<file path="config.mk">
export PLATFORM = sky130hd
export DESIGN_NAME = decode_unit
export DESIGN_NICKNAME = d
export VERILOG_FILES = /design/src/hdl/decode_pkg.sv /design/src/hdl/rv_isa_pkg.sv /design/src/hdl/decode_unit.sv /design/src/hdl/decode_counter.sv /design/src/hdl/trap_fsm.sv /design/src/hdl/id_stage.sv /design/src/hdl/imm_extractor.sv /design/src/hdl/ir_classifier.sv
export SDC_FILE = /design/constraint.sdc
export NUM_CORES = 1
export LEC_CHECK = 0
export CAP_MARGIN = 20
export CORE_MARGIN = 5
export CORE_UTILIZATION = 30
export CTS_BUF_LIST = sky130_fd_sc_hd__clkbuf_8 sky130_fd_sc_hd__clkbuf_16
export DETAILED_ROUTE_END_ITERATION = 12
export DONT_BUFFER_PORTS = 1
export GPL_ROUTABILITY_DRIVEN = 0
export PLACE_DENSITY = 0.49
export SLEW_MARGIN = 20
export SYNTH_ARGS = -nofsm -noshare
export SYNTH_HDL_FRONTEND = slang
export SYNTH_HIERARCHICAL = 1
export SYNTH_SLANG_ARGS = --single-unit
export TNS_END_PERCENT = 20
</file>
<file path="constraint.sdc">
create_clock -name clk -period 3.51 [get_ports clk]
set_input_delay 0.5265 -clock clk [delete_from_list [all_inputs] [get_ports clk]]
set_output_delay 0.5265 -clock clk [all_outputs]
set_load 0.005 [all_outputs]
</file>
<file path="src/hdl/decode_pkg.sv">
package decode_pkg;

    // Decoded instruction handed to the execute side
    typedef struct packed {
        logic [4:0]  rs1;
        logic [4:0]  rs2;
        logic [4:0]  rd;
        logic [2:0]  funct3;
        logic [6:0]  funct7;
        logic [11:0] csr_addr;
        logic [31:0] imm;
        // Write enables, 0 means write
        logic        wr_reg_n;
        logic        wr_csr_n;
        logic        is_mret;
        logic        is_ecall;
        logic        is_illegal_ir;
    } id_bundle_t;

    // Reason for the current trap
    typedef enum logic [1:0] {
        CAUSE_NONE,
        CAUSE_ECALL,
        CAUSE_ILLEGAL
    } trap_cause_e;

    // mepc, source of the mret return address
    localparam logic [11:0] MEPC_ADDR = 12'h341;

endpackage

</file>
<file path="src/hdl/rv_isa_pkg.sv">
package rv_isa_pkg;

    // Instruction classes as seen by the decoder
    typedef enum logic [3:0] {
        IR_LUI,
        IR_AUIPC,
        IR_JAL,
        IR_JALR,
        IR_BRANCH,
        IR_LOAD,
        IR_STORE,
        IR_REG_IMM,
        IR_REG_REG,
        IR_SYS_CALL,
        IR_CSR,
        IR_UNKNOWN
    } ir_type_e;

    // Immediate formats
    typedef enum logic [2:0] {
        IMM_I,
        IMM_S,
        IMM_B,
        IMM_U,
        IMM_J,
        IMM_SHAMT,
        IMM_CSR,
        IMM_NONE
    } imm_type_e;

    localparam logic [2:0] FUNCT3_JALR     = 3'b000;
    localparam logic [2:0] FUNCT3_SB       = 3'b000;
    localparam logic [2:0] FUNCT3_SH       = 3'b001;
    localparam logic [2:0] FUNCT3_SW       = 3'b010;
    localparam logic [2:0] FUNCT3_ADD      = 3'b000;
    localparam logic [2:0] FUNCT3_SLL      = 3'b001;
    localparam logic [2:0] FUNCT3_SR       = 3'b101;
    localparam logic [2:0] FUNCT3_CSRRS    = 3'b010;
    localparam logic [2:0] FUNCT3_SYS_CALL = 3'b000;

    localparam logic [6:0] OP_LUI     = 7'b0110111;
    localparam logic [6:0] OP_AUIPC   = 7'b0010111;
    localparam logic [6:0] OP_JAL     = 7'b1101111;
    localparam logic [6:0] OP_JALR    = 7'b1100111;
    localparam logic [6:0] OP_BRANCH  = 7'b1100011;
    localparam logic [6:0] OP_LOAD    = 7'b0000011;
    localparam logic [6:0] OP_STORE   = 7'b0100011;
    localparam logic [6:0] OP_REG_IMM = 7'b0010011;
    localparam logic [6:0] OP_REG_REG = 7'b0110011;
    localparam logic [6:0] OP_SYSTEM  = 7'b1110011;

    // R-type layout, also covers the S and B field positions
    typedef struct packed {
        logic [6:0] funct7;
        logic [4:0] rs2;
        logic [4:0] rs1;
        logic [2:0] funct3;
        logic [4:0] rd;
        logic [6:0] opcode;
    } rv_reg_view_t;

    // I-type layout, upper twelve bits as one field
    typedef struct packed {
        logic [11:0] imm12;
        logic [4:0]  rs1;
        logic [2:0]  funct3;
        logic [4:0]  rd;
        logic [6:0]  opcode;
    } rv_imm_view_t;

    typedef union packed {
        rv_reg_view_t r;
        rv_imm_view_t i;
    } rv_instr_u;

    localparam logic [31:0] MRET_WORD  = {7'b0011000, 5'b00010, 5'b00000, 3'b000, 5'b00000,
                                          OP_SYSTEM};
    localparam logic [31:0] ECALL_WORD = {12'h000, 5'b00000, 3'b000, 5'b00000, OP_SYSTEM};

endpackage
</file>
<file path="src/hdl/decode_unit.sv">
`timescale 1ns/1ps

module decode_unit
    import rv_isa_pkg::*;
    import decode_pkg::*;
#(
    parameter int CNT_WIDTH = 16
) (
    input  logic                 clk,
    input  logic                 rst_n,
    input  rv_instr_u            ir,
    input  logic                 ir_valid,
    output id_bundle_t           bundle,
    output logic                 out_valid,
    output trap_cause_e          trap_cause,
    output logic [CNT_WIDTH-1:0] decoded_count,
    output logic [CNT_WIDTH-1:0] illegal_count
);

    ir_type_e ir_type;
    logic     is_e_cause_eq_ecall;

    ir_classifier u_ir_classifier (
        .ir      (ir),
        .ir_type (ir_type)
    );

    id_stage u_id_stage (
        .clk                 (clk),
        .rst_n               (rst_n),
        .ir                  (ir),
        .ir_type             (ir_type),
        .ir_valid            (ir_valid),
        .is_e_cause_eq_ecall (is_e_cause_eq_ecall),
        .bundle              (bundle),
        .out_valid           (out_valid)
    );

    // Trap cause feeds back into the mret return offset
    trap_fsm u_trap_fsm (
        .clk                 (clk),
        .rst_n               (rst_n),
        .bundle              (bundle),
        .out_valid           (out_valid),
        .trap_cause          (trap_cause),
        .is_e_cause_eq_ecall (is_e_cause_eq_ecall)
    );

    decode_counter #(
        .CNT_WIDTH (CNT_WIDTH)
    ) u_decode_counter (
        .clk           (clk),
        .rst_n         (rst_n),
        .out_valid     (out_valid),
        .is_illegal_ir (bundle.is_illegal_ir),
        .decoded_count (decoded_count),
        .illegal_count (illegal_count)
    );

endmodule

</file>
<file path="src/hdl/decode_counter.sv">
`timescale 1ns/1ps

module decode_counter #(
    parameter int CNT_WIDTH = 16
) (
    input  logic                 clk,
    input  logic                 rst_n,
    input  logic                 out_valid,
    input  logic                 is_illegal_ir,
    output logic [CNT_WIDTH-1:0] decoded_count,
    output logic [CNT_WIDTH-1:0] illegal_count
);

    // Both counters wrap at full scale
    always_ff @(posedge clk) begin
        if (!rst_n) begin
            decoded_count <= '0;
            illegal_count <= '0;
        end else if (out_valid) begin
            decoded_count <= decoded_count + 1'b1;
            if (is_illegal_ir) begin
                illegal_count <= illegal_count + 1'b1;
            end
        end
    end

    a_illegal_with_decoded: assert property (@(posedge clk) disable iff (!rst_n)
        (illegal_count != $past(illegal_count)) |->
            (decoded_count != $past(decoded_count)));

endmodule

</file>
<file path="src/hdl/trap_fsm.sv">
`timescale 1ns/1ps

module trap_fsm
    import decode_pkg::*;
(
    input  logic        clk,
    input  logic        rst_n,
    input  id_bundle_t  bundle,
    input  logic        out_valid,
    output trap_cause_e trap_cause,
    output logic        is_e_cause_eq_ecall
);

    typedef enum logic [1:0] {
        RUN          = 2'b00,
        TRAP_ECALL   = 2'b01,
        TRAP_ILLEGAL = 2'b10
    } state_e;

    state_e state;

    always_ff @(posedge clk) begin
        if (!rst_n) begin
            state <= RUN;
        end else if (out_valid) begin
            case (state)
                RUN: begin
                    if (bundle.is_ecall) begin
                        state <= TRAP_ECALL;
                    end else if (bundle.is_illegal_ir) begin
                        state <= TRAP_ILLEGAL;
                    end
                end
                // Stay in the trap until the handler returns
                TRAP_ECALL, TRAP_ILLEGAL: begin
                    if (bundle.is_mret) begin
                        state <= RUN;
                    end
                end
                default: state <= RUN;
            endcase
        end
    end

    always_comb begin
        case (state)
            TRAP_ECALL:   trap_cause = CAUSE_ECALL;
            TRAP_ILLEGAL: trap_cause = CAUSE_ILLEGAL;
            default:      trap_cause = CAUSE_NONE;
        endcase
    end

    assign is_e_cause_eq_ecall = (state == TRAP_ECALL);

    a_state_legal: assert property (@(posedge clk) disable iff (!rst_n)
        state inside {RUN, TRAP_ECALL, TRAP_ILLEGAL});

endmodule

</file>
<file path="src/hdl/id_stage.sv">
`timescale 1ns/1ps

module id_stage
    import rv_isa_pkg::*;
    import decode_pkg::*;
(
    input  logic       clk,
    input  logic       rst_n,
    input  rv_instr_u  ir,
    input  ir_type_e   ir_type,
    input  logic       ir_valid,
    input  logic       is_e_cause_eq_ecall,
    output id_bundle_t bundle,
    output logic       out_valid
);

    localparam logic [6:0] FUNCT7_ALT = 7'b0100000;

    imm_type_e   imm_type;
    logic [31:0] raw_imm;
    logic        is_mret;
    logic        is_ecall;
    logic        is_illegal;
    logic        wr_reg_n;
    logic        wr_csr_n;
    logic        funct7_zero;
    logic        funct7_alt_ok;
    id_bundle_t  next_bundle;

    assign is_mret  = (ir == MRET_WORD);
    assign is_ecall = (ir == ECALL_WORD);

    assign funct7_zero   = (ir.r.funct7 == 7'd0);
    assign funct7_alt_ok = funct7_zero || (ir.r.funct7 == FUNCT7_ALT);

    always_comb begin
        case (ir_type)
            IR_LUI, IR_AUIPC:   imm_type = IMM_U;
            IR_JAL:             imm_type = IMM_J;
            IR_JALR, IR_LOAD:   imm_type = IMM_I;
            IR_BRANCH:          imm_type = IMM_B;
            IR_STORE:           imm_type = IMM_S;
            IR_REG_IMM: begin
                // SLLI, SRLI and SRAI carry a shift amount
                if ((ir.r.funct3 == FUNCT3_SLL) || (ir.r.funct3 == FUNCT3_SR)) begin
                    imm_type = IMM_SHAMT;
                end else begin
                    imm_type = IMM_I;
                end
            end
            IR_CSR, IR_SYS_CALL: imm_type = IMM_CSR;
            default:             imm_type = IMM_NONE;
        endcase
    end

    imm_extractor u_imm_extractor (
        .ir       (ir),
        .imm_type (imm_type),
        .imm      (raw_imm)
    );

    always_comb begin
        case (ir_type)
            IR_LUI, IR_AUIPC, IR_JAL: is_illegal = 1'b0;
            IR_JALR:   is_illegal = (ir.r.funct3 != FUNCT3_JALR);
            IR_BRANCH: is_illegal = (ir.r.funct3 == 3'b010) || (ir.r.funct3 == 3'b011);
            IR_LOAD: begin
                is_illegal = (ir.r.funct3 == 3'b011) || (ir.r.funct3 == 3'b110) ||
                             (ir.r.funct3 == 3'b111);
            end
            IR_STORE: begin
                is_illegal = (ir.r.funct3 != FUNCT3_SB) && (ir.r.funct3 != FUNCT3_SH) &&
                             (ir.r.funct3 != FUNCT3_SW);
            end
            IR_REG_IMM: begin
                if (ir.r.funct3 == FUNCT3_SLL) begin
                    is_illegal = !funct7_zero;
                end else if (ir.r.funct3 == FUNCT3_SR) begin
                    is_illegal = !funct7_alt_ok;
                end else begin
                    is_illegal = 1'b0;
                end
            end
            IR_REG_REG: begin
                // SUB and SRA use the alternate funct7
                if ((ir.r.funct3 == FUNCT3_ADD) || (ir.r.funct3 == FUNCT3_SR)) begin
                    is_illegal = !funct7_alt_ok;
                end else begin
                    is_illegal = !funct7_zero;
                end
            end
            // Only mret and ecall are supported here
            IR_SYS_CALL: is_illegal = !(is_mret || is_ecall);
            IR_CSR:      is_illegal = (ir.r.funct3 == 3'b100);
            default:     is_illegal = 1'b1;
        endcase
    end

    always_comb begin
        if (is_illegal || (ir.r.rd == 5'd0)) begin
            wr_reg_n = 1'b1;
        end else begin
            case (ir_type)
                IR_LUI, IR_AUIPC, IR_REG_IMM, IR_REG_REG,
                IR_LOAD, IR_JAL, IR_JALR, IR_CSR: wr_reg_n = 1'b0;
                default:                          wr_reg_n = 1'b1;
            endcase
        end
    end

    // CSRRS with rs1 x0 is a plain CSR read
    assign wr_csr_n = is_illegal || (ir_type != IR_CSR) ||
                      ((ir.r.funct3 == FUNCT3_CSRRS) && (ir.r.rs1 == 5'd0));

    always_comb begin
        next_bundle.rs1           = ir.r.rs1;
        next_bundle.rs2           = ir.r.rs2;
        next_bundle.rd            = ir.r.rd;
        next_bundle.funct3        = ir.r.funct3;
        next_bundle.funct7        = ir.r.funct7;
        next_bundle.csr_addr      = is_mret ? MEPC_ADDR : ir.i.imm12;
        // Return past the ecall, but retry the faulting instruction
        next_bundle.imm           = (is_mret && is_e_cause_eq_ecall) ? 32'd4 : raw_imm;
        next_bundle.wr_reg_n      = wr_reg_n;
        next_bundle.wr_csr_n      = wr_csr_n;
        next_bundle.is_mret       = is_mret;
        next_bundle.is_ecall      = is_ecall;
        next_bundle.is_illegal_ir = is_illegal;
    end

    always_ff @(posedge clk) begin
        if (!rst_n) begin
            bundle    <= '0;
            out_valid <= 1'b0;
        end else begin
            out_valid <= ir_valid;
            if (ir_valid) begin
                bundle <= next_bundle;
            end
        end
    end

    a_mret_ecall_exclusive: assert property (@(posedge clk) disable iff (!rst_n)
        out_valid |-> !(bundle.is_mret && bundle.is_ecall));

    a_illegal_no_write: assert property (@(posedge clk) disable iff (!rst_n)
        (out_valid && bundle.is_illegal_ir) |-> (bundle.wr_reg_n && bundle.wr_csr_n));

endmodule

</file>
<file path="src/hdl/imm_extractor.sv">
`timescale 1ns/1ps

module imm_extractor
    import rv_isa_pkg::*;
(
    input  rv_instr_u   ir,
    input  imm_type_e   imm_type,
    output logic [31:0] imm
);

    logic sign;

    assign sign = ir.i.imm12[11];

    always_comb begin
        case (imm_type)
            IMM_I: imm = {{20{sign}}, ir.i.imm12};
            // Store offset is split across funct7 and rd
            IMM_S: imm = {{20{sign}}, ir.r.funct7, ir.r.rd};
            IMM_B: begin
                imm = {{19{sign}}, sign, ir.r.rd[0], ir.r.funct7[5:0], ir.r.rd[4:1], 1'b0};
            end
            IMM_U: imm = {ir.i.imm12, ir.i.rs1, ir.i.funct3, 12'h000};
            IMM_J: begin
                imm = {{11{sign}}, sign, ir.i.rs1, ir.i.funct3, ir.i.imm12[0],
                       ir.i.imm12[10:1], 1'b0};
            end
            // Shift amount sits in the rs2 slot
            IMM_SHAMT: imm = {27'd0, ir.r.rs2};
            // uimm of the CSR immediate forms
            IMM_CSR: imm = {27'd0, ir.i.rs1};
            default: imm = 32'd0;
        endcase
    end

endmodule

</file>
<file path="src/hdl/ir_classifier.sv">
`timescale 1ns/1ps

module ir_classifier
    import rv_isa_pkg::*;
(
    input  rv_instr_u ir,
    output ir_type_e  ir_type
);

    always_comb begin
        case (ir.r.opcode)
            OP_LUI:     ir_type = IR_LUI;
            OP_AUIPC:   ir_type = IR_AUIPC;
            OP_JAL:     ir_type = IR_JAL;
            OP_JALR:    ir_type = IR_JALR;
            OP_BRANCH:  ir_type = IR_BRANCH;
            OP_LOAD:    ir_type = IR_LOAD;
            OP_STORE:   ir_type = IR_STORE;
            OP_REG_IMM: ir_type = IR_REG_IMM;
            OP_REG_REG: ir_type = IR_REG_REG;
            OP_SYSTEM: begin
                // ecall, ebreak and mret share funct3 000 with each other
                if (ir.r.funct3 == FUNCT3_SYS_CALL) begin
                    ir_type = IR_SYS_CALL;
                end else begin
                    ir_type = IR_CSR;
                end
            end
            default:    ir_type = IR_UNKNOWN;
        endcase
    end

endmodule

</file>
Yosys cells after proc, flatten, opt, wreduce, memory -nomap -nowiden
Memory sizes are Yosys's and may differ from the RTL's.
Index checks and enable logic that the tools add are counted.
{"block": "totals", "out_inout_bits": 109, "romBits": 16, "n_memories": 1, "in_bits": 35, "word_cells": 111, "ff_bits": 109}
{"block": "op_classes", "add_sub_neg": 2, "muxes": 17, "n_eq_ne": 43, "n_reduce_logical": 32}
{"name": "(name not given)", "words": 16, "word_bits": 1, "rd": 1, "rd_ports_with_merged_regs": 0, "wr": 0, "line": "id_stage.sv:103", "text": "case (ir_type)"}
{"op": "$pmux 32 s7", "count": 1}
{"op": "$pmux 4 s10", "count": 1}
{"op": "$add 16x1->16 const B", "count": 2}
{"op": "$eq 32x30->1 const B", "count": 1}
{"op": "$eq 32x7->1 const B", "count": 1}
{"op": "$mux 32", "count": 1}
{"op": "$eq 7x6->1 const B", "count": 4}
{"op": "$eq 7x7->1 const B", "count": 4}
{"op": "$eq 3x3->1 const B", "count": 7}
{"op": "$pmux 3 s7", "count": 1}
{"op": "$eq 4x3->1 const B", "count": 4}
{"op": "$eq 7x5->1 const B", "count": 2}
{"op": "$eq 3x2->1 const B", "count": 4}
{"op": "$eq 4x4->1 const B", "count": 3}
{"op": "$mux 12", "count": 1}
{"op": "$logic_not 5->1", "count": 2}
{"op": "$logic_or 1x1->1", "count": 10}
{"op": "$pmux 1 s9", "count": 1}
{"op": "$eq 4x2->1 const B", "count": 2}
{"op": "$mux 2", "count": 4}
{"op": "$pmux 2 s2", "count": 2}
{"op": "$reduce_or 2->1", "count": 4}
{"op": "$eq 7x2->1 const B", "count": 1}
{"op": "$logic_not 7->1", "count": 1}
{"op": "other kinds (20)", "count": 30}

Depth between registers and ports, before layout
Gate-level depths: netlist (run 1).
{"block": "logic_depth", "ltp_word": 9, "ltp_mapped": 16, "depth_no_buf": 12}

Hierarchy
Netlist (run 1), hierarchy kept.
{"mod": "id_stage", "instances": 1, "cells_each": 290, "area_each_um2": 3056.7, "seq_area_each_um2": 1501.4}
{"mod": "decode_counter", "instances": 1, "cells_each": 164, "area_each_um2": 1562.7, "seq_area_each_um2": 640.6}
{"mod": "imm_extractor", "instances": 1, "cells_each": 85, "area_each_um2": 599.3, "seq_area_each_um2": 0.0}
{"mod": "trap_fsm", "instances": 1, "cells_each": 17, "area_each_um2": 170.2, "seq_area_each_um2": 40.0}
{"mod": "ir_classifier", "instances": 1, "cells_each": 25, "area_each_um2": 146.4, "seq_area_each_um2": 0.0}

Least setup slack after synthesis (run 1)
OpenSTA, ideal clock, no wires.
{"block": "synth_timing", "kind": "input-to-reg", "start": "in ir[3] (netlist bit)", "end": "reg u_id_stage/bundle[7] (netlist name)", "arrival_time_ps": 2899, "required_ps": 3384, "path_slack_ps": 486, "n_path_buf": 2, "setup_time_ps": 126, "stages": 12, "path_cell_list": "or3_1 -> nor3b_1 -> buf_2 -> nand2_1 -> a21oi_1 -> o32a_1 -> buf_6 -> xnor2_2 -> nor2_2 -> a221o_1 -> a22oi_1 -> o21ai_0"}
{"block": "synth_between", "elab_chain_cells": 8, "elab_cells_between_ends": 36, "classes_between": "eq/ne (26); mux (4); reduce/logical (6)"}
{"element": "start: declaration", "line": "decode_unit.sv:11", "text": "input rv_instr_u ir,"}
{"element": "$eq 7x7->1 (tied with other cells)", "line": "ir_classifier.sv:11", "text": "case (ir.r.opcode)"}
{"element": "$pmux 4 s10 (*)", "line": "ir_classifier.sv:11"}
{"element": "named net ir_type[2]", "line": "decode_unit.sv:20", "text": "ir_type_e ir_type;"}
{"element": "$eq 4x4->1 (tied with other cells)", "line": "id_stage.sv:37", "text": "case (ir_type)"}
{"element": "$reduce_or 2->1", "line": "id_stage.sv:37"}
{"element": "$pmux 3 s7 (*)", "line": "id_stage.sv:37"}
{"element": "named net u_id_stage.imm_type[0]", "line": "id_stage.sv:19", "text": "imm_type_e imm_type;"}
{"element": "$eq 3x3->1 (tied with other cells)", "line": "imm_extractor.sv:16", "text": "case (imm_type)"}
{"element": "$pmux 32 s7 (*)", "line": "imm_extractor.sv:16"}
{"element": "named net u_id_stage.raw_imm[2]", "line": "id_stage.sv:20", "text": "logic [31:0] raw_imm;"}
{"element": "$mux 32 (*)", "line": "id_stage.sv:123", "text": "next_bundle.imm = (is_mret && is_e_cause_eq_ecall) ? 32'd4 : raw_imm;"}
The timed path passes the listed nets; every way through them passes the cells marked *.
A chain may end at the register's enable or synchronous reset.

Final worst setup path (run 1)
{"block": "layout_timing", "start": "in ir[13] (netlist bit)", "end": "reg u_id_stage/bundle[7] (netlist name)"}
{"block": "layout_between", "elab_chain_cells": 9, "elab_cells_between_ends": 32, "classes_between": "eq/ne (18); mux (6); reduce/logical (8)"}
{"element": "$logic_not 3->1 (*)", "line": "ir_classifier.sv:23", "text": "if (ir.r.funct3 == FUNCT3_SYS_CALL) begin"}
{"element": "$mux 2 (*)", "line": "ir_classifier.sv:23"}
{"element": "$pmux 4 s10 (*)", "line": "ir_classifier.sv:11"}
{"element": "named net ir_type[0]", "line": "decode_unit.sv:20"}
{"element": "$eq 4x4->1 (tied with other cells)", "line": "id_stage.sv:37"}
{"element": "$reduce_or 2->1", "line": "id_stage.sv:37"}
{"element": "$pmux 3 s7 (*)", "line": "id_stage.sv:37"}
{"element": "named net u_id_stage.imm_type[0]", "line": "id_stage.sv:19"}
{"element": "$eq 3x3->1 (tied with other cells)", "line": "imm_extractor.sv:16"}
{"element": "$pmux 32 s7 (*)", "line": "imm_extractor.sv:16"}
{"element": "named net u_id_stage.raw_imm[2]", "line": "id_stage.sv:20"}
{"element": "$mux 32 (*)", "line": "id_stage.sv:123"}
Marks and branches as above.

==> results of run 1 <==
==> flip-flops by register name, indices dropped and copies added (netlist names) <==
register	count
u_trap_fsm/state	2
u_id_stage/out_valid	1
u_id_stage/bundle	74
u_decode_counter/decoded_count	16
u_decode_counter/illegal_count	16
==> cells in the mapped netlist (all sizes together), types with 17 or more instances <==
master / n
a21boi: 23
a21oi: 26
a22o: 35
and2: 25
buf: 21
clkbuf: 18
dfxtp: 109
mux2i: 23
nand2: 39
nand2b: 28
nand3: 17
nor2b: 35
o21ai: 19
==> per-stage QoR <==
stage,std cells,cell area (um2),utilization,total power [mW],hold WS (ns)
floorplan,581,5540,-,1.52,0.459
finish,799,6000,0.332,2.59,0.273
global placement,783,5690,0.315,1.54,0.479
CTS,799,6000,0.332,2.63,0.244
detailed placement,783,5690,0.315,1.54,0.482
global route,799,6000,0.332,2.72,0.258
==> metal layers <==
layer  vias to the layer above  share of wire
li1                       2051              -
met5                         -              0
met3                        15           0.10
met1                      2064           0.40
met2                       130           0.48
met4                         0          0.011
==> final cells by class <==
| type | count | area [um2] | share of cell area |
|---|---|---|---|
| well taps | 229 | 287 | 0.0477 |
| flip-flops and latches | 109 | 2180 | 0.364 |
| clock inverters | 4 | 45.0 | 0.00751 |
| multi-input cells | 420 | 3080 | 0.514 |
| repair buffers | 12 | 90.1 | 0.0150 |
| inverters | 13 | 48.8 | 0.00813 |
| clock buffers | 12 | 267 | 0.0444 |
==> where the power goes <==
| group | leakage, nW | internal (mW) | total (mW) | switching, mW |
|---|---|---|---|---|
| Sequential | 0.888 | 1.27 | 1.32 | 0.0416 |
| Combinational | 1.28 | 0.0993 | 0.198 | 0.0986 |
| Clock | 0.158 | 0.609 | 1.08 | 0.467 |
==> critical path: stages <==
cell and delay, ns:
nor3_1 0.24, nand4_1 0.13, and3_1 0.19, o21ai_0 0.40
nor2b_1 0.16, a21oi_1 0.16, o32a_1 0.55, nor2b_4 0.12
a22o_1 0.21, a221o_1 0.32, a22oi_1 0.15, o21ai_0 0.09
==> worst max-delay path by stage <==
stage / start / to / slack [ns] / cells past startpoint
global route: ir[13] / u_id_stage/bundle[22] / 0.24 / 12
global placement: ir[13] / u_id_stage/bundle[25] / 0.29 / 11
detailed placement: ir[13] / u_id_stage/bundle[7] / 0.19 / 12
floorplan: ir[3] / u_id_stage/bundle[7] / 0.49 / 12
CTS: ir[13] / u_id_stage/bundle[7] / 0.57 / 12
finish: ir[13] / u_id_stage/bundle[7] / 0.50 / 12
==> cells by family (layout without fill, tap and decap cells) <==
kind of cell,Yosys count,count (layout),share of synthesized area
xor gates and xnor gates,24,24,0.0393
adders and majority gates,6,6,0.0138
muxes,24,24,0.0436
and+or+nand+nor,219,219,0.264
AOI/OAI and AO/OA,147,147,0.195
buffers and inverters,52,41,0.0495
DFF,109,109,0.394
==> qor.txt, run 1 <==
WL/cell = 20.1 um
Slew Limit Fails = 0
GR peak layer = met2
Max Cap Viol = 0
Die area = 0.0213 mm2
Initial Utilization = 0.306
Predominant post-synthesis flop cell = dfxtp_1
Seq/Total Area, Yosys = 0.394
Post_cts resized = 0
Period utilization = 0.858
WP data arrival = 3.25 ns
H-Tree Depth = 3
Setup CP Type = in -> reg
Post-Place Worst Slack = 0.186 ns
Worst-Skew Late Latency = 0.36 ns
Most common cell after layout, fill and taps aside = dfxtp_1
I/O Buffers = 0
GRT Overall Usage = 0.148
Initial antenna violation count = 0
Global routing usage on met3 = 0.0713
IO Pins = 144
R2r worst-path depth = 4
Placed wire-length estimate = 11700 um
Met2 Use GR = 0.248
Netlist cell types = 78
Setup Total Neg Slack = 0 ns
Max frequency = 0.332 GHz
Worst slew pin tran = 0.910 ns
Final Hold Fails = 0
Area share of the largest cell type after synthesis = 0.394
Synthesis-stage register bit count = 109
R2r setup slk = 1.51 ns
CP Max Fanout = 11
Antenna viol nets, final = 0
Worst Hold Class = in -> reg
Mapped Avg Cell Area = 9.53 um2
Syn-to-layout area delta = 8.41%
Pleak = 2.33 nW
Core Region = 0.0181 mm2
CTS Buffer Depth = 2
Hold path start = ir_valid
Root Driver = clkbuf_16
Crit path required time = 3.75 ns
TritonCTS clock tree = done
Fill count = 1866
Peak supply drop = 0.217 mV
Final worst slack = 0.497 ns
Ys Warns = 6
Cell Pwr Density = 432 mW/mm2
Worst r2r src = u_id_stage/out_valid
Synth area leader = dfxtp_1
First DRT Iteration DRCs = 234
Layout net count = 605
Register clock-pin slew on the reported worst setup and hold paths = 0.07 ns
Num CTS Buffers = 9
Outcome = finished clean
First-pass GRT wire length = 25100 um
Final setup vio count = 0
GR Util met1 = 0.170
RSZ-0062 raised after global routing = no
Sink Count = 109
Cell count after synthesis = 581
Number of synthesized flops with an enable pin = 0
FP Rows = 49
Vias in the first global route = 4162
Tmin final = 3.01 ns
Die width = 146 um
Via density = 5.33
Die height = 146 um
Post-CTS Setup Inserts = 0
Skew final = 0.00762 ns
DR DRC count = 0
# diodes = 0
Worst reg2reg endpoint = u_decode_counter/decoded_count[13]
Ratio of cells with drive above 1 in the final layout = 0.119
Hold Crit Endpoint = u_id_stage/bundle[37]
Hold Path Cell Cnt = 1
Largest cells by area after synthesis = dfxtp_1 (39%), a22o_1 (5.4%), mux2i_1 (4.2%)
Total routed wirelength = 16000 um
CTS Hold Buffers Added = 0
Startpoint Class = input port
CP endpoint kind = register
Syn Nets = 621
Vias = 4260
Ys async rst share = 0
Slew headroom = 0.393
Drt first pass iters = 5
Synthesized area = 0.00554 mm2
Maximum number of pins on one net before global-route repair = 82
Grt ovf = 0
Most frequent cells in the layout = dfxtp_1 (109), nand2_1 (38), a22o_1 (34)
Power figures use the tool's default switching activity.
==> run 2: changes to the inputs <==
Settings changed: CORE_UTILIZATION 30 to 45, PLACE_DENSITY 0.49 to 0.65.
==> run 2 against run 1 <==
  * Cell area down 2.6%
  * Via count up 0.82%
  * Critical path depth up 1
  * Combinational power about the same
  * Final cell count down 11%
  * Clock power down 12%
  * Non-clock buffer count down 3
  * Power down 4.9%
  * Clock-buffer cell count down 1
  * Hold slack better by 0.013 ns
  * Clock skew about the same
  * Critical endpoint is now u_id_stage/bundle[24]
  * Largest power group unchanged
==> qor.txt, run 2 (synthesis gave the netlist of run 1 again) <==
Outcome = finished clean
Reg with most FFs = u_id_stage/bundle
Dpl cells = 698 (-11%)
Initial Utilization = 0.461 (+0.155)
CP endpoint kind = register
R2r worst-path depth = 4 (unchanged)
Worst-Skew Late Latency = 0.35 ns (about the same)
GR peak layer = met2
Most frequent cells in the layout = dfxtp_1 (109), nand2_1 (38), a22o_1 (34)
Cell Pwr Density = 422 mW/mm2 (-2.3%)
Ratio of cells with drive above 1 in the final layout = 0.113 (-0.00642)
Post_cts resized = 0 (unchanged)
Pleak = 2.30 nW (-1.2%)
Crit path required time = 3.79 ns (+0.04 ns)
WL/cell = 20.0 um (-0.19%)
Final non-filler cell total = 714 (-11%)
WP data arrival = 3.32 ns (+0.07 ns)
# diodes = 0 (unchanged)
Tmin final = 3.03 ns (+0.0217 ns)
RSZ-0062 raised after global routing = no
Skew final = 0.00793 ns (+0.000306 ns)
I/O Buffers = 0 (unchanged)
Most common cell after layout, fill and taps aside = dfxtp_1
Setup Total Neg Slack = 0 ns (unchanged)
Via density = 6.02 (+13%)
Vias in the first global route = 4099 (-1.5%)
Period utilization = 0.865 (+0.00618)
Top flop regs = u_id_stage/bundle (74), u_decode_counter/decoded_count (16), u_decode_counter/illegal_count (16)
Num CTS Buffers = 9 (unchanged)
Layout net count = 602 (-0.50%)
Vias = 4295 (+0.82%)
GR Util met1 = 0.218 (+0.0480)
WHS = 0.286 ns (+0.0131 ns)
Peak supply drop = 0.225 mV (+3.3%)
R2r setup slk = 1.73 ns (+0.22 ns)
Final Cell Area = 0.00584 mm2 (-2.6%)
Worst reg2reg endpoint = u_id_stage/bundle[5]
Final Hold Fails = 0 (unchanged)
Hold Path Cell Cnt = 1 (unchanged)
Max reg flops = 74 (unchanged)
Hold Crit Endpoint = u_id_stage/bundle[43]
Maximum number of pins on one net before global-route repair = 82 (unchanged)
Register clock-pin slew on the reported worst setup and hold paths = 0.07 ns (about the same)
Syn-to-layout area delta = 5.56%
Core Region = 0.0120 mm2 (-34%)
Slew headroom = 0.401 (+0.00793)
Max frequency = 0.330 GHz (-0.71%)
Slew Limit Fails = 0 (unchanged)
Worst r2r src = u_trap_fsm/state[1]
Die width = 121 um (-17%)
Root Driver = clkbuf_16
Worst slew pin tran = 0.898 ns (-0.0119 ns)
First DRT Iteration DRCs = 326 (+39%)
Setup CP Type = in -> reg
Antenna viol nets, final = 0 (unchanged)
Startpoint Class = input port
H-Tree Depth = 3 (unchanged)
Max Cap Viol = 0 (unchanged)
Initial antenna violation count = 0 (unchanged)
Critical Path Max Stage Delay = 0.47 ns (-0.08 ns)
Global routing usage on met3 = 0.0685 (-0.00279)
Placed inst area = 0.00556 mm2 (-2.2%)
FP Rows = 40 (-18%)
CP cell instances = nor3_1, nand4_1, and3_1, o21ai_0, buf_4, nor2b_1, a21oi_1, o32a_1, buf_4, nor2b_1, a21oi_1, o22ai_1, a22o_1
Total routed wirelength = 14300 um (-11%)
DR DRC count = 0 (unchanged)
IO Pins = 144 (unchanged)
Post-CTS Setup Inserts = 0 (unchanged)
CTS Hold Buffers Added = 0 (unchanged)
Final setup vio count = 0 (unchanged)
Hold path start = ir_valid
Worst Hold Class = in -> reg
Grt ovf = 0 (unchanged)
Placed wire-length estimate = 10400 um (-11%)
Die area = 0.0146 mm2 (-31%)
First-pass GRT wire length = 22500 um (-10%)
Met2 Use GR = 0.328 (+0.0797)
Die height = 121 um (-17%)
Slowest library cell on the worst path = nor2b_1
Drt first pass iters = 5 (unchanged)
CTS Buffer Depth = 2 (unchanged)
CP Max Fanout = 12 (+1)
GRT Overall Usage = 0.192 (+0.0442)
Sink Count = 109 (unchanged)
TritonCTS clock tree = done
run 2: worst max path at each step:
| stage | cells past startpoint | slack (ns) | end | start |
|---|---|---|---|---|
| after floorplan | 12 | 0.49 | u_id_stage/bundle[7] | ir[3] |
| final | 13 | 0.48 | u_id_stage/bundle[24] | ir[13] |
| after CTS | 11 | 0.57 | u_id_stage/bundle[24] | ir[3] |
| after global routing | 11 | 0.30 | u_id_stage/bundle[20] | ir[3] |
| after global placement | 13 | 0.30 | u_id_stage/bundle[24] | ir[13] |
| after detailed placement | 11 | 0.19 | u_id_stage/bundle[24] | ir[3] |
run 2: critical path, delay by kind of cell:
kind            cells  cell delay (ns)
compound gates      6             1.07
simple gates        5             1.24
buf+inv             2             0.45
run 2: cell type report:
class                      instances  area [um2]
tap                              147         184
sequential                       109        2180
inverter                          13        48.8
timing repair buffer               9        67.6
fill                            1153        6170
clock buffer                      11         253
clock inverter                     5        26.3
multi-input combinational        420        3080
run 2: per-stage QoR:
| stage | utilization | total power [mW] | setup WS [ns] |
|---|---|---|---|
| after floorplan | - | 1.52 | 0.486 |
| after global placement | 0.463 | 1.53 | 0.303 |
| after detailed placement | 0.463 | 1.54 | 0.191 |
| after CTS | 0.486 | 2.50 | 0.566 |
| after global routing | 0.486 | 2.58 | 0.295 |
| final | 0.486 | 2.46 | 0.475 |
run 2: report_power, final:
part / switching, mW / internal [mW]
sequential: 0.0369 / 1.27
clock: 0.440 / 0.514
combinational: 0.101 / 0.0971
total: 0.578 / 1.89
run 2: routing by layer:
layer / up-vias / part of all wire
li1: 2042 / -
met1: 2063 / 0.40
met2: 167 / 0.49
met3: 23 / 0.085
met4: 0 / 0.023
met5: - / 0
==> run 3: changes to the inputs <==
==> constraint.sdc (replaced) <==
create_clock -name clk -period 3.51 [get_ports clk]
set_input_delay 0.351 -clock clk [delete_from_list [all_inputs] [get_ports clk]]
set_output_delay 0.351 -clock clk [all_outputs]
set_load 0.005 [all_outputs]
==> run 3 against run 2 <==
  * Final cell count fell by 0.28%
  * Clock power up 6%
  * Wire length fell by 0.88%
  * Via count is 2.3% lower
  * Register-to-register slack worse by 0.25 ns
  * Combinational power down 4%
  * Clock skew increased by 0.0017 ns
  * Critical endpoint is now u_id_stage/bundle[21]
  * Highest routed layer is now met5
==> qor.txt, run 3 (synthesis gave the netlist of run 1 again) <==
CP Depth = 10 (-3)
WP data arrival = 3.07 ns (-0.25 ns)
Tmin final = 2.79 ns (-0.247 ns)
CP endpoint kind = register
Vias in the first global route = 4052 (-1.1%)
Drt first pass iters = 4 (-1)
# diodes = 0 (unchanged)
Grt ovf = 0 (unchanged)
RSZ-0062 raised after global routing = no
Die width = 121 um (unchanged)
Layout net count = 601 (-0.17%)
First-pass GRT wire length = 22200 um (-1.2%)
Startpoint Class = input port
GRT Overall Usage = 0.191 (-0.00175)
Bufs and invs on worst path = 1 (-1)
Via density = 5.89 (-2.1%)
Antenna viol nets, final = 0 (unchanged)
Slew Limit Fails = 0 (unchanged)
Worst reg2reg endpoint = u_decode_counter/illegal_count[15]
Root Driver = clkbuf_16
CTS Hold Buffers Added = 0 (unchanged)
Cell Pwr Density = 430 mW/mm2 (+2.0%)
Hold Path Cell Cnt = 1 (unchanged)
Max Cap Viol = 0 (unchanged)
Setup Total Neg Slack = 0 ns (unchanged)
Register clock-pin slew on the reported worst setup and hold paths = 0.07 ns (about the same)
Period utilization = 0.794 (-0.0705)
Slew headroom = 0.418 (+0.0162)
Die height = 121 um (unchanged)
Max frequency = 0.359 GHz (+8.9%)
IO Pins = 144 (unchanged)
Die area = 0.0146 mm2 (unchanged)
Peak supply drop = 0.244 mV (+8.5%)
Pleak = 2.30 nW (about the same)
Critical Path Max Stage Delay = 0.55 ns (+0.08 ns)
Syn-to-layout area delta = 5.67%
Hold Crit Endpoint = u_id_stage/bundle[37]
CTS Buffer Depth = 2 (unchanged)
Post-CTS Setup Inserts = 0 (unchanged)
Top flop regs = u_id_stage/bundle (74), u_decode_counter/decoded_count (16), u_decode_counter/illegal_count (16)
Maximum number of pins on one net before global-route repair = 82 (unchanged)
Skew final = 0.00961 ns (+0.00169 ns)
TritonCTS clock tree = done
DR DRC count = 0 (unchanged)
Total routed wirelength = 14200 um (-0.88%)
Ratio of cells with drive above 1 in the final layout = 0.108 (-0.00491)
Worst-Skew Late Latency = 0.35 ns (about the same)
Initial Utilization = 0.461 (unchanged)
Hold path start = ir_valid
Outcome = finished clean
Vias = 4195 (-2.3%)
Max reg flops = 74 (unchanged)
Worst Hold Class = in -> reg
H-Tree Depth = 3 (unchanged)
Core Region = 0.0120 mm2 (unchanged)
Initial antenna violation count = 1 (+1)
Most frequent cells in the layout = dfxtp_1 (109), nand2_1 (38), a22o_1 (34)
CP Max Fanout = 15 (+3)
Crit path max-delay family = compound AO/OA/AOI/OAI gates
FP Rows = 40 (unchanged)
Fill count = 1134 (-1.6%)
WL/cell = 19.9 um (-0.60%)
Num CTS Buffers = 9 (unchanged)
Final Hold Fails = 0 (unchanged)
Area of the multi-input gates = 0.00308 mm2 (unchanged)
Slowest library cell on the worst path = nor2b_1
Worst r2r src = u_id_stage/out_valid
Setup CP Type = in -> reg
R2r worst-path depth = 4 (unchanged)
I/O Buffers = 0 (unchanged)
Reg with most FFs = u_id_stage/bundle
Final setup vio count = 0 (unchanged)
CP cell instances = or3_1, o311ai_1, buf_4, nor2b_1, a21oi_1, o32a_1, nor2b_1, a21oi_1, o22ai_1, a22o_1
Placed wire-length estimate = 10300 um (-0.56%)
Post_cts resized = 0 (unchanged)
Finished Core Util = 0.487 (+0.000521)
Most common cell after layout, fill and taps aside = dfxtp_1
Register area = 0.00218 mm2 (unchanged)
R2r setup slk = 1.48 ns (-0.25 ns)
First DRT Iteration DRCs = 313 (-4.0%)
Worst slew pin tran = 0.874 ns (-0.0243 ns)
Sink Count = 109 (unchanged)
Crit path required time = 3.79 ns (about the same)
[run 3: worst max path at each step]
stage / start / to / slack [ns]
4_1_cts: ir[3] / u_id_stage/bundle[18] / 0.80
3_3_place_gp: ir[3] / u_id_stage/bundle[7] / 0.52
2_1_floorplan: ir[3] / u_id_stage/bundle[7] / 0.66
3_5_place_dp: ir[3] / u_id_stage/bundle[7] / 0.41
6_report: ir[3] / u_id_stage/bundle[21] / 0.72
5_1_grt: ir[3] / u_id_stage/bundle[7] / 0.58
[run 3: per-layer routing]
layer | track usage | up-vias | wire length [um]
met1 | 0.217 | 1991 | 5660
met2 | 0.320 | 132 | 7050
met4 | 0.0836 | 2 | 219
li1 | - | 2051 | -
met5 | 0 | - | 13
met3 | 0.0699 | 19 | 1230
[run 3: cell type report]
type,count,area share
Multi-Input combinational cell,420,0.527
Sequential cell,109,0.373
Clock buffer,10,0.0409
Tap cell,147,0.0314
Timing Repair Buffer,8,0.0103
Clock inverter,5,0.00920
Inverter,13,0.00834
[run 3: stage by stage]
step	hold WS, ns	area (um2)	power (mW)	instances	worst slack, ns
after floorplan	0.459	5540	1.52	581	0.661
after global placement	0.450	5560	1.53	697	0.521
after detailed placement	0.451	5560	1.53	697	0.414
after CTS	0.0777	5850	2.55	712	0.796
after global routing	0.105	5850	2.62	712	0.582
final	0.110	5850	2.52	712	0.723
[run 3: worst register-to-register path, cell delays in order, from the launching register on]
cell and delay, ns:
dfxtp_1 0.78, nand3_2 0.27, nor4_4 0.46, nor3b_2 0.27, mux2i_1 0.20
[run 3: power by group]
group	internal, mW	total [mW]	switching, mW
Sequential	1.27	1.31	0.0398
Combinational	0.0955	0.191	0.0954
Clock	0.565	1.01	0.445
Total	1.94	2.52	0.581
